===== src/hdl/core_pkg.sv =====
/*
 * core package
 * host-side definitions shared by the bridge registers,
 * the data table poller and the top level
 */
`default_nettype none

package core_pkg;

  // bridge address and data word
  typedef logic [31:0] bridge_word_t;
  // save-ram size code reported by the console
  typedef logic [3:0] sram_code_t;
  // data table address
  typedef logic [9:0] dt_addr_t;

  // one request on the host bridge
  typedef struct packed {
    bridge_word_t addr;
    logic         rd;
    logic         wr;
    bridge_word_t wr_data;
  } bridge_req_t;

  typedef struct packed {
    logic multitap_enabled;
    logic lightgun_enabled;
    logic lightgun_type;
  } core_settings_t;

  ////////////////////////////////////////
  // bridge register map
  localparam bridge_word_t addr_multitap = 32'h0000_0100;
  localparam bridge_word_t addr_lightgun = 32'h0000_0104;
  localparam bridge_word_t addr_rom_size = 32'h0000_0108;

  localparam bridge_word_t sram_unit_bytes = 32'd1024;

  // slot 0 size field, then size field of slot index 1 (index * 2 + 1)
  localparam dt_addr_t dt_rom_size_addr  = 10'd1;
  localparam dt_addr_t dt_save_size_addr = 10'd3;

endpackage

`default_nettype wire


===== src/hdl/video_pkg.sv =====
/*
 * video package
 * pixel type and the raw and conditioned raster bundles
 */
`default_nettype none

package video_pkg;

  // 8 bits each of red, green and blue
  typedef logic [23:0] rgb_t;

  // raster as it leaves the console
  typedef struct packed {
    rgb_t rgb;
    logic hblank;
    logic vblank;
    logic hsync;
    logic vsync;
  } video_raw_t;

  // raster as the scaler wants it
  typedef struct packed {
    rgb_t rgb;
    logic de;
    logic hs;
    logic vs;
  } video_out_t;

endpackage

`default_nettype wire


===== src/hdl/core_settings_regs.sv =====
/*
 * settings registers
 * holds multitap and lightgun settings written over the bridge
 * and returns them, plus the rom size, on bridge reads
 */
`timescale 1ns/1ns
`default_nettype none

module core_settings_regs (
  input  wire                     clk_74a,
  input  wire                     pll_core_locked,
  input  wire core_pkg::bridge_req_t  bridge_req,
  input  wire core_pkg::bridge_word_t rom_file_size,
  output core_pkg::core_settings_t    core_settings,
  output core_pkg::bridge_word_t      bridge_rd_data
);

  import core_pkg::*;

  ////////////////////////////////////////
  // register writes
  always_ff @(posedge clk_74a or negedge pll_core_locked) begin
    if (!pll_core_locked) begin
      core_settings <= '0;
    end else if (bridge_req.wr) begin
      if (bridge_req.addr == addr_multitap) begin
        core_settings.multitap_enabled <= bridge_req.wr_data[0];
      end else if (bridge_req.addr == addr_lightgun) begin
        core_settings.lightgun_enabled <= bridge_req.wr_data[0];
        core_settings.lightgun_type    <= bridge_req.wr_data[1];
      end
    end
  end

  ////////////////////////////////////////
  // read mux, zero latency
  always_comb begin
    case (bridge_req.addr)
      addr_multitap: begin
        bridge_rd_data = {31'b0, core_settings.multitap_enabled};
      end
      addr_lightgun: begin
        bridge_rd_data = {30'b0, core_settings.lightgun_type, core_settings.lightgun_enabled};
      end
      addr_rom_size: bridge_rd_data = rom_file_size;
      default:       bridge_rd_data = '0;
    endcase
  end

  // stray writes must leave the settings alone
  a_no_stray_write: assert property (
    @(posedge clk_74a) disable iff (!pll_core_locked)
    (bridge_req.wr && bridge_req.addr != addr_multitap && bridge_req.addr != addr_lightgun)
      |=> $stable(core_settings)
  );

endmodule

`default_nettype wire


===== src/hdl/datatable_poller.sv =====
/*
 * data table poller
 * shares the data table port between reading the rom file size
 * and publishing the save-ram byte size
 */
`timescale 1ns/1ns
`default_nettype none

module datatable_poller (
  input  wire                     clk_74a,
  input  wire                     pll_core_locked,
  input  wire core_pkg::sram_code_t   sram_code,
  input  wire core_pkg::bridge_word_t dt_rdata,
  output core_pkg::dt_addr_t          dt_addr,
  output logic                        dt_wren,
  output core_pkg::bridge_word_t      dt_wdata,
  output core_pkg::bridge_word_t      rom_file_size
);

  import core_pkg::*;

  logic [2:0]   phase;
  bridge_word_t save_bytes;

  // code 0 means no save ram at all
  assign save_bytes = (sram_code == '0) ? '0 : (sram_unit_bytes << sram_code);

  ////////////////////////////////////////
  // phase sequencer
  always_ff @(posedge clk_74a or negedge pll_core_locked) begin
    if (!pll_core_locked) begin
      phase         <= '0;
      dt_addr       <= '0;
      dt_wren       <= 1'b0;
      dt_wdata      <= '0;
      rom_file_size <= '0;
    end else begin
      phase <= phase + 3'd1;

      if (phase > 3'd4) begin
        // last three phases publish the save size
        dt_wren  <= 1'b1;
        dt_addr  <= dt_save_size_addr;
        dt_wdata <= save_bytes;
      end else begin
        dt_wren <= 1'b0;
        dt_addr <= dt_rom_size_addr;

        // read data has settled by now
        if (phase == 3'd4) begin
          rom_file_size <= dt_rdata;
        end
      end
    end
  end

  // writes only ever target the save size field
  a_write_addr: assert property (
    @(posedge clk_74a) disable iff (!pll_core_locked)
    dt_wren |-> (dt_addr == dt_save_size_addr)
  );

endmodule

`default_nettype wire


===== src/hdl/dataslot_tracker.sv =====
/*
 * data slot tracker
 * follows the host's slot requests to flag rom download
 * and save transfer activity
 */
`timescale 1ns/1ns
`default_nettype none

module dataslot_tracker (
  input  wire  clk_74a,
  input  wire  pll_core_locked,
  input  wire  dataslot_request_read,
  input  wire  dataslot_request_write,
  input  wire  dataslot_all_complete,
  output logic rom_download,
  output logic save_transfer
);

  logic all_complete_prev;

  always_ff @(posedge clk_74a or negedge pll_core_locked) begin
    if (!pll_core_locked) begin
      all_complete_prev <= 1'b0;
      rom_download      <= 1'b0;
      save_transfer     <= 1'b0;
    end else begin
      all_complete_prev <= dataslot_all_complete;

      // set wins over clear
      if (dataslot_request_write) begin
        rom_download <= 1'b1;
      end else if (dataslot_all_complete) begin
        rom_download <= 1'b0;
      end

      // clear only on the rising edge of all_complete
      if (dataslot_request_read || dataslot_request_write) begin
        save_transfer <= 1'b1;
      end else if (dataslot_all_complete && !all_complete_prev) begin
        save_transfer <= 1'b0;
      end
    end
  end

  a_rom_download_cause: assert property (
    @(posedge clk_74a) disable iff (!pll_core_locked)
    $rose(rom_download) |-> $past(dataslot_request_write)
  );

endmodule

`default_nettype wire


===== src/hdl/video_conditioner.sv =====
/*
 * video conditioner
 * forms data enable, blanks pixels and turns each sync
 * into a single-cycle pulse for the scaler
 */
`timescale 1ns/1ns
`default_nettype none

module video_conditioner (
  input  wire                     clk_74a,
  input  wire                     pll_core_locked,
  input  wire video_pkg::video_raw_t video_raw,
  output video_pkg::video_out_t      video_out
);

  import video_pkg::*;

  logic hs_prev;
  logic vs_prev;
  logic de_next;
  rgb_t rgb_next;

  // visible only outside both blanking intervals
  assign de_next  = !(video_raw.hblank || video_raw.vblank);
  assign rgb_next = de_next ? video_raw.rgb : '0;

  ////////////////////////////////////////
  // output register
  always_ff @(posedge clk_74a or negedge pll_core_locked) begin
    if (!pll_core_locked) begin
      video_out <= '0;
      hs_prev   <= 1'b0;
      vs_prev   <= 1'b0;
    end else begin
      video_out.rgb <= rgb_next;
      video_out.de  <= de_next;
      // one pulse per rising sync edge
      video_out.hs  <= video_raw.hsync && !hs_prev;
      video_out.vs  <= video_raw.vsync && !vs_prev;
      hs_prev       <= video_raw.hsync;
      vs_prev       <= video_raw.vsync;
    end
  end

  a_hs_single: assert property (
    @(posedge clk_74a) disable iff (!pll_core_locked)
    video_out.hs |=> !video_out.hs
  );

endmodule

`default_nettype wire


===== src/hdl/pocket_core.sv =====
/*
 * pocket core top level
 * connects the settings registers, data table poller,
 * slot tracker and video conditioner to the host and console
 */
`timescale 1ns/1ns
`default_nettype none

module pocket_core (
  input  wire                         clk_74a,
  input  wire                         pll_core_locked,
  // host bridge
  input  wire core_pkg::bridge_req_t  bridge_req,
  output wire core_pkg::bridge_word_t bridge_rd_data,
  // data table port
  output wire core_pkg::dt_addr_t     dt_addr,
  output wire                         dt_wren,
  output wire core_pkg::bridge_word_t dt_wdata,
  input  wire core_pkg::bridge_word_t dt_rdata,
  // console side
  input  wire core_pkg::sram_code_t   sram_code,
  output wire core_pkg::core_settings_t core_settings,
  // slot pulses from the host
  input  wire                         dataslot_request_read,
  input  wire                         dataslot_request_write,
  input  wire                         dataslot_all_complete,
  output wire                         rom_download,
  output wire                         save_transfer,
  // raster
  input  wire video_pkg::video_raw_t  video_raw,
  output wire video_pkg::video_out_t  video_out
);

  import core_pkg::*;

  // captured by the poller, read back over the bridge
  wire bridge_word_t rom_file_size;

  ////////////////////////////////////////
  // host side
  core_settings_regs i_core_settings_regs (
    .clk_74a        (clk_74a),
    .pll_core_locked(pll_core_locked),
    .bridge_req     (bridge_req),
    .rom_file_size  (rom_file_size),
    .core_settings  (core_settings),
    .bridge_rd_data (bridge_rd_data)
  );

  datatable_poller i_datatable_poller (
    .clk_74a        (clk_74a),
    .pll_core_locked(pll_core_locked),
    .sram_code      (sram_code),
    .dt_rdata       (dt_rdata),
    .dt_addr        (dt_addr),
    .dt_wren        (dt_wren),
    .dt_wdata       (dt_wdata),
    .rom_file_size  (rom_file_size)
  );

  dataslot_tracker i_dataslot_tracker (
    .clk_74a               (clk_74a),
    .pll_core_locked       (pll_core_locked),
    .dataslot_request_read (dataslot_request_read),
    .dataslot_request_write(dataslot_request_write),
    .dataslot_all_complete (dataslot_all_complete),
    .rom_download          (rom_download),
    .save_transfer         (save_transfer)
  );

  ////////////////////////////////////////
  // video side
  video_conditioner i_video_conditioner (
    .clk_74a        (clk_74a),
    .pll_core_locked(pll_core_locked),
    .video_raw      (video_raw),
    .video_out      (video_out)
  );

endmodule

`default_nettype wire


===== config.mk =====
export PLATFORM = sky130hd
export DESIGN_NAME = pocket_core
export DESIGN_NICKNAME = d
export VERILOG_FILES = /design/src/hdl/core_pkg.sv /design/src/hdl/video_pkg.sv /design/src/hdl/core_settings_regs.sv /design/src/hdl/datatable_poller.sv /design/src/hdl/dataslot_tracker.sv /design/src/hdl/video_conditioner.sv /design/src/hdl/pocket_core.sv
export SDC_FILE = /design/constraint.sdc
export NUM_CORES = 1
export LEC_CHECK = 0
export BUFFER_PORTS_ARGS = -buffer_cell sky130_fd_sc_hd__buf_2
export CAP_MARGIN = 0
export CELL_PAD_IN_SITES_DETAIL_PLACEMENT = 0
export CELL_PAD_IN_SITES_GLOBAL_PLACEMENT = 1
export CORE_MARGIN = 5
export CORE_UTILIZATION = 30
export DETAILED_ROUTE_END_ITERATION = 16
export PLACE_DENSITY = 0.87
export SYNTH_ARGS = -nofsm -noshare
export SYNTH_HDL_FRONTEND = slang
export SYNTH_SLANG_ARGS = --single-unit

===== constraint.sdc =====
create_clock -name clk_74a -period 3.2 [get_ports clk_74a]
set_input_delay 0.96 -clock clk_74a [delete_from_list [all_inputs] [get_ports clk_74a]]
set_output_delay 0.96 -clock clk_74a [all_outputs]
set_load 0.02 [all_outputs]

==> metrics, run 1 <==
status finished, violations left; failing checks negative setup slack; reg-to-reg startpoint i_datatable_poller.phase[0]; Worst Skew 0.00543 ns; Hold Crit Class flip-flop to flip-flop; Via Count 2,781; largest net degree at the start of global routing 84; final instance area 0.00545 mm2; wirelength, routed 9320 um; CP max-delay cell nor4_1; main combinational cell family by area after synthesis simple AND/OR/NAND/NOR gates; Critical Path AT 2.35 ns; initial antenna violation count 0; TritonRoute pass-1 iters 4; Synth Cell Area 0.00364 mm2; Max stage delay on crit path 0.26 ns; clk slew on worst S/H paths 0.06 ns; post-synthesis adder-cell area fraction 0.00687; Synth Area per Inst 12.4 um2; Fin Hold WS 0.395 ns; GPL Wtd Cong 0.762; Max Slew Vio Count 0; CP Cell Sequence buf_2 -> nor4_1 -> nand4_1 -> nor3b_4 -> buf_6 -> clkbuf_16 -> and2_4 -> buf_6; share of cells above drive strength 1 0.585; Area Overhead vs Synth 49.6%; Antenna diodes 0; clock tree buffer depth 2; minimum clock period 3.31 ns; Synth Register Bits 88; total gr overflow 0; WL/cell 14.5 um; CTS tree built; f_max 302 MHz; Fin. Hold Viols 0; initial core utilization 0.304; actual slew at the worst max-slew pin 1.04 ns; PwrDens 463 mW/mm2; worst IR drop on VDD 0.000388 V; RSZ-0062 raised after global routing true; row cnt 40; core area 0.0120 mm2; Static Leakage 0.00285 uW; Layout Nets 626; vias per cell 4.34; Iteration-0 DRC Markers 159; Buf/Inv on CP 4; cts bufs inserted 9; CTS H-Tree Depth 3; placed cell count 620; kind of critical path primary input to output port; dpl cell area 0.00467 mm2; vias in the first global route 2,952; global-route wire length before repair 14,100 um; final worst setup slack -0.108 ns; Finished Layout Cells 641; DIE WIDTH 120 um; I/O Buffers 186; # DRC 0; Post-DP HPWL 6580 um; Distinct cells, synth 31; Total GRT Usage 0.121; Mapped Cells 293; CP endpoint kind output port; Synth Area in XOR/XNOR 0.00240; Crit path max-delay family simple AND/OR/NAND/NOR gates; Setup crit start kind primary input; hold_sp i_video_conditioner.hs_prev; Antenna Nets Post-Route 0; worst-path maximum fanout 7; Slew HR 0.306; Post-Synth Simple-Gate Area 0.168; clk_lat worst skew 0.33 ns; crit share post-route 1.03; proportion of synthesized area in mux cells 0.111; Critical Path Most Common Cell buf_6; CTS Sinks 88; DIE HEIGHT 120 um; I/O pins 242; Compound-Gate Fraction of Synth Area 0.0364; Clock Tree Root clkbuf_16; die area 0.0144 mm2; fillers 1,135; required time worst endpoint 2.24 ns; final setup violation count 30; critical path launch point bridge_req[62]; Max-Cap Viols 0; sequential fraction of the synthesis area 0.605; Yosys Warn Count 0
power by group:
part | internal, uW | leakage, uW | switching (uW)
Combinational | 92.7 | 0.00158 | 130
Sequential | 1150 | 0.00111 | 17.7
Clock | 692 | 0.000157 | 437
per-layer routing:
metal  track usage  wire length [um]
met1         0.132              3450
met4        0.0429               109
met5             0                 0
met3        0.0454               765
met2         0.216              5000
cell usage after synthesis:
cell type	count	area share
a21o_1	1	0.0021
clkbuf_1	4	0.0041
nor2b_1	3	0.0052
mux2i_1	1	0.0027
inv_1	6	0.0062
nor4_1	7	0.012
xor2_1	1	0.0024
or2_2	1	0.0017
nor3b_2	1	0.0034
nand4_1	1	0.0017
nand4_2	1	0.0034
a22o_1	4	0.0096
nor2_1	11	0.011
nand2_1	15	0.015
clkbuf_2	3	0.0041
nand3_1	2	0.0027
nor4b_2	1	0.0041
dfrtp_1	88	0.60
nand2b_1	5	0.0086
o31ai_1	3	0.0062
conb_1	2	0.0021
buf_4	25	0.052
o41ai_1	2	0.0048
ha_1	2	0.0069
and2_1	55	0.094
a21oi_1	2	0.0027
o21ai_0	6	0.0082
mux2_2	35	0.11
nor4_2	1	0.0034
a32o_1	1	0.0027
buf_1	3	0.0031
path summary, 6_finish.rpt:
path                                                        to  cells after the start  slack [ns]
max                                         bridge_rd_data[26]                      8       -0.11
min                           i_video_conditioner.video_out[1]                      1        0.39
max reg2reg                    i_datatable_poller.dt_wdata[22]                      5        1.36
min reg2reg                   i_video_conditioner.video_out[1]                      1        0.39
max in group asynchronous          i_datatable_poller.phase[0]                      2        1.71
min in group asynchronous  i_datatable_poller.rom_file_size[7]                      1        0.81
registers in the layout, indices dropped and copies added, names as in the netlist, 2 cells and up:
| signal | count |
|---|---|
| i_datatable_poller.phase | 3 |
| i_datatable_poller.rom_file_size | 32 |
| i_datatable_poller.dt_addr | 2 |
| i_video_conditioner.video_out | 27 |
| i_datatable_poller.dt_wdata | 16 |
| i_core_settings_regs.core_settings | 3 |
cell type report:
type / instances / area, um2 / share of cell area
well taps: 147 / 184 / 0.0338
flip-flops and latches: 88 / 2200 / 0.404
repair buffers: 197 / 1280 / 0.236
multi-input cells: 187 / 1430 / 0.262
clock inverters: 7 / 103 / 0.0188
clock buffers: 9 / 225 / 0.0413
inverters: 6 / 22.5 / 0.00413
stage by stage:
stage,utilization,setup slack (ns),power (uW),setup TNS (ns)
after floorplan,-,0.154,1310,0
after global placement,0.391,-0.116,1400,-2.99
after detailed placement,0.391,-0.124,1410,-3.03
after CTS,0.438,-0.0590,2570,-0.880
after global routing,0.456,-0.180,2640,-4.88
final,0.456,-0.108,2520,-2.73
placed cells by master (no fill, tap or decap), types with 2 or more instances in the layout:
cell type / count
buf_2: 151
dfrtp_1: 88
buf_6: 36
mux2_2: 35
and2_4: 30
and2_1: 25
conb_1: 25
nand2_1: 15
clkbuf_16: 11
nor2_1: 9
buf_4: 7
inv_1: 6
o21ai_0: 6
nand2b_1: 5
a22o_1: 4
nor4_4: 3
nor4_1: 3
nor2b_1: 3
o31ai_1: 3
nor4_2: 2
a21oi_1: 2
nand3_1: 2
o41ai_1: 2
ha_1: 2
bufinv_16: 2
inv_6: 2
clkinv_4: 2
cells by family after synthesis:
group / count (synthesis)
flops: 88
mux: 36
buf+inv: 41
compound gates: 19
simple gates: 104
fa+ha+maj: 2
other cells: 2
xor+xnor: 1
worst reg2reg max path: stages, from the launching register on:
cell      delay [ns]
dfrtp_1         0.38
inv_1           0.08
ha_1            0.15
nand2b_1        0.61
nor2_1          0.21
a32o_1          0.31
what timing repair did:
item                                    4_1_cts  5_1_grt
gates resized for setup                      65       45
setup buffers                                 1        2
endpoints found under the setup margin       32       32
pin swaps                                     2       35
cloned                                        0        3
hold buffers                                  0        0
Note: power is estimated with default switching activity, not from simulation.
==> run 2: changes to the inputs <==
--- a/config.mk
+++ b/config.mk
@@ -10,9 +10,10 @@
 export CELL_PAD_IN_SITES_DETAIL_PLACEMENT = 0
 export CELL_PAD_IN_SITES_GLOBAL_PLACEMENT = 1
 export CORE_MARGIN = 5
-export CORE_UTILIZATION = 30
+export CORE_UTILIZATION = 33
+export CTS_CLUSTER_DIAMETER = 150
 export DETAILED_ROUTE_END_ITERATION = 16
-export PLACE_DENSITY = 0.87
+export PLACE_DENSITY = 0.93
 export SYNTH_ARGS = -nofsm -noshare
 export SYNTH_HDL_FRONTEND = slang
 export SYNTH_SLANG_ARGS = --single-unit
==> constraint.sdc (replaced) <==
create_clock -name clk_74a -period 4.3 [get_ports clk_74a]
set_input_delay 1.29 -clock clk_74a [delete_from_list [all_inputs] [get_ports clk_74a]]
set_output_delay 1.29 -clock clk_74a [all_outputs]
set_load 0.02 [all_outputs]
==> run 2 against run 1 <==
The flow now finishes without violations. Sequential power down 26%. Clock-buffer cell count up 1. Non-clock buffer count down 7. Sequential share of layout area up 5.4 points. Via count down 2.8%. Final cell count down 2.2%. Worst setup slack better by 0.39 ns. Cell area down 12%.
==> metrics, run 2 (synthesized netlist as in run 1, its figures left out) <==
status completed; wirelength, routed 8270 um; cts bufs inserted 9; CTS H-Tree Depth 3; global-route wire length before repair 12,800 um; Static Leakage 0.00264 uW; TritonRoute pass-1 iters 4; Combinational Power Share 0.103; Area Overhead vs Synth 32.1%; CTS Sinks 88; switching share of power 0.252; share of cells above drive strength 1 0.505; Via Count 2,703; GRT Max-Usage Layer met2; dpl cell area 0.00464 mm2; most frequent cells in the layout buf_2, dfrtp_1, and2_1, mux2_2, conb_1; clk slew on worst S/H paths 0.08 ns; number of flip-flops in the largest register 32; CTS tree built; CP max-delay cell nor4_1; minimum clock period 4.01 ns; Max-Cap Viols 0; met1 usage 0.138; I/O pins 242; Worst Skew 0.0102 ns; clock tree buffer depth 2; Post-CTS Setup Bufs 0; Iteration-0 DRC Markers 75; core area 0.0108 mm2; die area 0.0132 mm2; PwrDens 318 mW/mm2; GPL Wtd Cong 0.793; CP endpoint kind output port; Max Slew Vio Count 0; DIE WIDTH 115 um; worst IR drop on VDD 0.000269 V; Total GRT Usage 0.122; Fin. Hold Viols 0; Layout Nets 619; I/O Buffers 186; Slew HR 0.330; clk_lat worst skew 0.35 ns; worst-path maximum fanout 16; Post-DP HPWL 6510 um; GRT met2 Usage 0.208; Clock Tree Root clkbuf_8; Largest Register i_datatable_poller.rom_file_size; Critical Path Most Common Cell buf_2; Fin Hold WS 0.396 ns; commonest non-fill, non-tap cell in the layout buf_2; largest net degree at the start of global routing 82; vias in the first global route 2,706; Critical Path AT 2.72 ns; Flop pwr share 0.568; actual slew at the worst max-slew pin 1.00 ns; multi-input logic area 0.00127 mm2; Antenna Nets Post-Route 0; final setup violation count 0; power share of the clock group 0.329; switching power 386 uW; setup TNS 0 ns; Register Area 0.00220 mm2; M3 GR Usage 0.0532; kind of critical path primary input to output port; RSZ-0062 raised after global routing false; WL/cell 13.2 um; DIE HEIGHT 115 um; CTS Hold Bufs 0; f_max 249 MHz; post-cts sizing count 0; Max stage delay on crit path 0.30 ns; CP Cell Sequence buf_2 -> nor4_1 -> nand4_1 -> nor3b_2 -> buf_4 -> and2_1 -> buf_2; initial antenna violation count 0; Antenna diodes 0; fillers 1,034; # DRC 0; row cnt 38; total gr overflow 0; initial core utilization 0.336; Setup crit start kind primary input; internal power 1150 uW; Hold Crit Class flip-flop to flip-flop; vias per cell 4.31; crit share post-route 0.934; required time worst endpoint 3.01 ns; final instance area 0.00481 mm2; Top Registers i_datatable_poller.rom_file_size: 32 flops, i_video_conditioner.video_out: 27 flops, i_datatable_poller.dt_wdata: 16 flops
## run 2: cell types whose count changed in the layout (fill, tap and decap cells not counted), moves of 3 or more
cell / delta
nor4_4: -3
clkbuf_8: +10
nor4_1: +4
buf_6: -36
and2_4: -30
clkinv_2: +4
and2_1: +30
buf_2: +34
clkbuf_16: -11
## run 2: worst max-delay path: cells and delay by family
kind,cells,cell delay [ns]
simple gates,4,0.98
buf+inv,3,0.46
## run 2: path summary, 6_finish.rpt
kind / start / endpoint / slack [ns] / cells past startpoint
worst max-delay path: bridge_req[54] / bridge_rd_data[18] / 0.29 / 7
worst min-delay path: i_video_conditioner.hs_prev / i_video_conditioner.video_out[1] / 0.40 / 1
worst max register to register: i_datatable_poller.phase[0] / i_datatable_poller.dt_wdata[22] / 2.53 / 5
worst min register to register: i_video_conditioner.hs_prev / i_video_conditioner.video_out[1] / 0.40 / 1
max in group asynchronous: pll_core_locked / i_datatable_poller.rom_file_size[18] / 2.49 / 2
min in group asynchronous: pll_core_locked / i_video_conditioner.video_out[16] / 1.10 / 1
## run 2: metrics by stage
| step | utilization | setup WS, ns | total power (uW) | instances |
|---|---|---|---|---|
| after global placement | 0.428 | 0.297 | 1040 | 611 |
| after detailed placement | 0.428 | 0.285 | 1050 | 611 |
| after global routing | 0.444 | 0.0744 | 1610 | 627 |
| final | 0.444 | 0.286 | 1530 | 627 |
| after floorplan | - | 0.594 | 972 | 316 |
| after CTS | 0.444 | 0.267 | 1560 | 627 |
## run 2: area by class of cell
| type | count | area share |
|---|---|---|
| clock buffer | 10 | 0.0286 |
| clock inverter | 6 | 0.00728 |
| inverter | 6 | 0.00468 |
| multi-input combinational | 187 | 0.265 |
| sequential | 88 | 0.458 |
| tap | 140 | 0.0364 |
| timing repair buffer | 190 | 0.200 |
## run 2: power by group through the flow
stage | clock network, uW | logic (uW) | registers, uW
floorplan | 0 | 67.8 | 904
global placement | 0 | 156 | 885
detailed placement | 0 | 160 | 887
CTS | 533 | 160 | 871
global route | 563 | 175 | 874
finish | 504 | 157 | 870
## run 2: routing by layer
layer,up-vias,wire (um)
met2,133,4090
met4,0,125
met3,9,1040
met1,1265,3020
li1,1296,-
met5,-,0
==> run 3: changes to the inputs <==
--- a/config.mk
+++ b/config.mk
@@ -10,10 +10,12 @@
 export CELL_PAD_IN_SITES_DETAIL_PLACEMENT = 0
 export CELL_PAD_IN_SITES_GLOBAL_PLACEMENT = 1
 export CORE_MARGIN = 5
-export CORE_UTILIZATION = 33
+export CORE_UTILIZATION = 34
+export CTS_BUF_LIST = sky130_fd_sc_hd__clkbuf_4 sky130_fd_sc_hd__clkbuf_8
 export CTS_CLUSTER_DIAMETER = 150
 export DETAILED_ROUTE_END_ITERATION = 16
-export PLACE_DENSITY = 0.93
+export PLACE_DENSITY = 0.95
+export REMOVE_ABC_BUFFERS = 1
 export SYNTH_ARGS = -nofsm -noshare
 export SYNTH_HDL_FRONTEND = slang
 export SYNTH_SLANG_ARGS = --single-unit
==> run 3 against run 2 <==
Clock-buffer cell count fell by 1. Clock skew rose by 0.011 ns. Combinational power barely moved. Clock power rose by 15%. Cell area rose by 0.39%. Register-to-register slack got worse by 0.04 ns. Non-clock buffer count fell by 1. Hold slack improved by 0.0098 ns. Critical path type unchanged. Maximum frequency fell by 2.7%. Sequential power barely moved. Final cell count fell by 0.80%. Routed wire length rose by 7.7%.
==> metrics, run 3 (synthesized netlist as in run 1, its figures left out) <==
RSZ-0062 raised after global routing false; Setup crit start kind primary input; CP max-delay cell nor4_1; status completed; core area 0.0104 mm2; worst IR drop on VDD 0.000183 V; vias per cell 4.49; clk slew on worst S/H paths 0.09 ns; Hold Crit Class flip-flop to flip-flop; CTS Sinks 88; Post-DP HPWL 7010 um; TritonRoute pass-1 iters 4; total gr overflow 0; f_max 242 MHz; FF-to-FF setup slack 2.49 ns; Clock Tree Root clkbuf_8; DIE WIDTH 114 um; die area 0.0129 mm2; Critical Path Most Common Cell buf_2; Buf/Inv on CP 3; CTS Hold Bufs 0; clock tree buffer depth 2; Area Overhead vs Synth 32.6%; CP endpoint kind output port; I/O Buffers 186; Max stage delay on crit path 0.29 ns; Crit path max-delay family simple AND/OR/NAND/NOR gates; # DRC 0; Total GRT Usage 0.139; post-cts sizing count 0; dpl cell area 0.00463 mm2; crit share post-route 0.960; Static Leakage 0.00265 uW; setup TNS 0 ns; number of flip-flops in the largest register 32; PwrDens 333 mW/mm2; initial core utilization 0.351; CTS H-Tree Depth 3; Via Count 2,792; Top Registers i_datatable_poller.rom_file_size: 32 flops, i_video_conditioner.video_out: 27 flops, i_datatable_poller.dt_wdata: 16 flops; Antenna Nets Post-Route 0; commonest non-fill, non-tap cell in the layout buf_2; row cnt 37; GPL Wtd Cong 0.848; global-route wire length before repair 14,300 um; Finished Core Util 0.466; minimum clock period 4.13 ns; WL/cell 14.3 um; final setup violation count 0; Fin. Hold Viols 0; Max Slew Vio Count 0; wirelength, routed 8910 um; Slew HR 0.260; most frequent cells in the layout buf_2, dfrtp_1, and2_1, mux2_2, conb_1; Layout Nets 618; Iteration-0 DRC Markers 71; Antenna diodes 0; Post-CTS Setup Bufs 0; initial antenna violation count 0; DIE HEIGHT 114 um; clk_lat worst skew 0.36 ns; CP Cell Sequence buf_2 -> nor4_1 -> nand4_1 -> nor3b_2 -> buf_4 -> and2_1 -> buf_2; actual slew at the worst max-slew pin 1.11 ns; Critical Path AT 2.84 ns; Worst Skew 0.0208 ns; Max-Cap Viols 0; share of cells above drive strength 1 0.504; required time worst endpoint 3.01 ns; cts bufs inserted 9; final instance area 0.00483 mm2; total power 1610 uW; Fin Hold WS 0.406 ns; Largest Register i_datatable_poller.rom_file_size; CTS tree built; kind of critical path primary input to output port; largest net degree at the start of global routing 89; vias in the first global route 2,969; I/O pins 242; worst-path maximum fanout 26
==> run 3: cell types whose count changed in the layout (fill, tap and decap cells not counted) <==
| cell | change |
|---|---|
| buf_4 | -1 |
| clkinvlp_4 | -1 |
| inv_8 | +1 |
| clkinv_2 | -3 |
| clkinv_4 | +2 |
| clkbuf_8 | -1 |
| bufinv_16 | +1 |
| inv_6 | +1 |
==> run 3: final timing paths <==
kind | start | cells past startpoint | to
worst min register to register | i_video_conditioner.vs_prev | 1 | i_video_conditioner.video_out[0]
worst max register to register | i_datatable_poller.phase[1] | 5 | i_datatable_poller.dt_wdata[22]
worst min-delay path | i_video_conditioner.vs_prev | 1 | i_video_conditioner.video_out[0]
min in group asynchronous | pll_core_locked | 1 | i_datatable_poller.dt_wdata[14]
worst max-delay path | bridge_req[54] | 7 | bridge_rd_data[24]
max in group asynchronous | pll_core_locked | 1 | i_datatable_poller.rom_file_size[0]
==> run 3: where the power goes <==
group	internal, uW	total, uW	switching [uW]
Sequential	858	870	11.7
Combinational	65.0	157	92.3
Clock	276	581	305
==> run 3: worst register-to-register path: cells and delay by family, from the launching register on <==
| family | cells | cell delay (ns) |
|---|---|---|
| DFF | 1 | 0.39 |
| adders and majority gates | 1 | 0.15 |
| buffers and inverters | 1 | 0.06 |
| and+or+nand+nor | 2 | 0.80 |
| AOI/OAI and AO/OA | 1 | 0.31 |
==> run 3: per-layer routing <==
layer | global-route usage | part of all wire
met1 | 0.145 | 0.36
met2 | 0.244 | 0.49
met3 | 0.0610 | 0.13
met4 | 0.0577 | 0.017
met5 | 0 | 0
==> run 3: cell type report <==
class | instances | area, um2
fillers | 986 | 5540
flip-flops and latches | 88 | 2200
multi-input cells | 187 | 1270
repair buffers | 189 | 956
well taps | 136 | 170
clock buffers | 9 | 124
clock inverters | 7 | 80.1
inverters | 6 | 22.5
==> run 3: stage by stage <==
stage                     worst slack, ns  cells
after global placement              0.181    606
after global routing             0.000776    622
after detailed placement            0.163    606
after floorplan                     0.239    281
final                               0.174    622
after CTS                           0.135    622
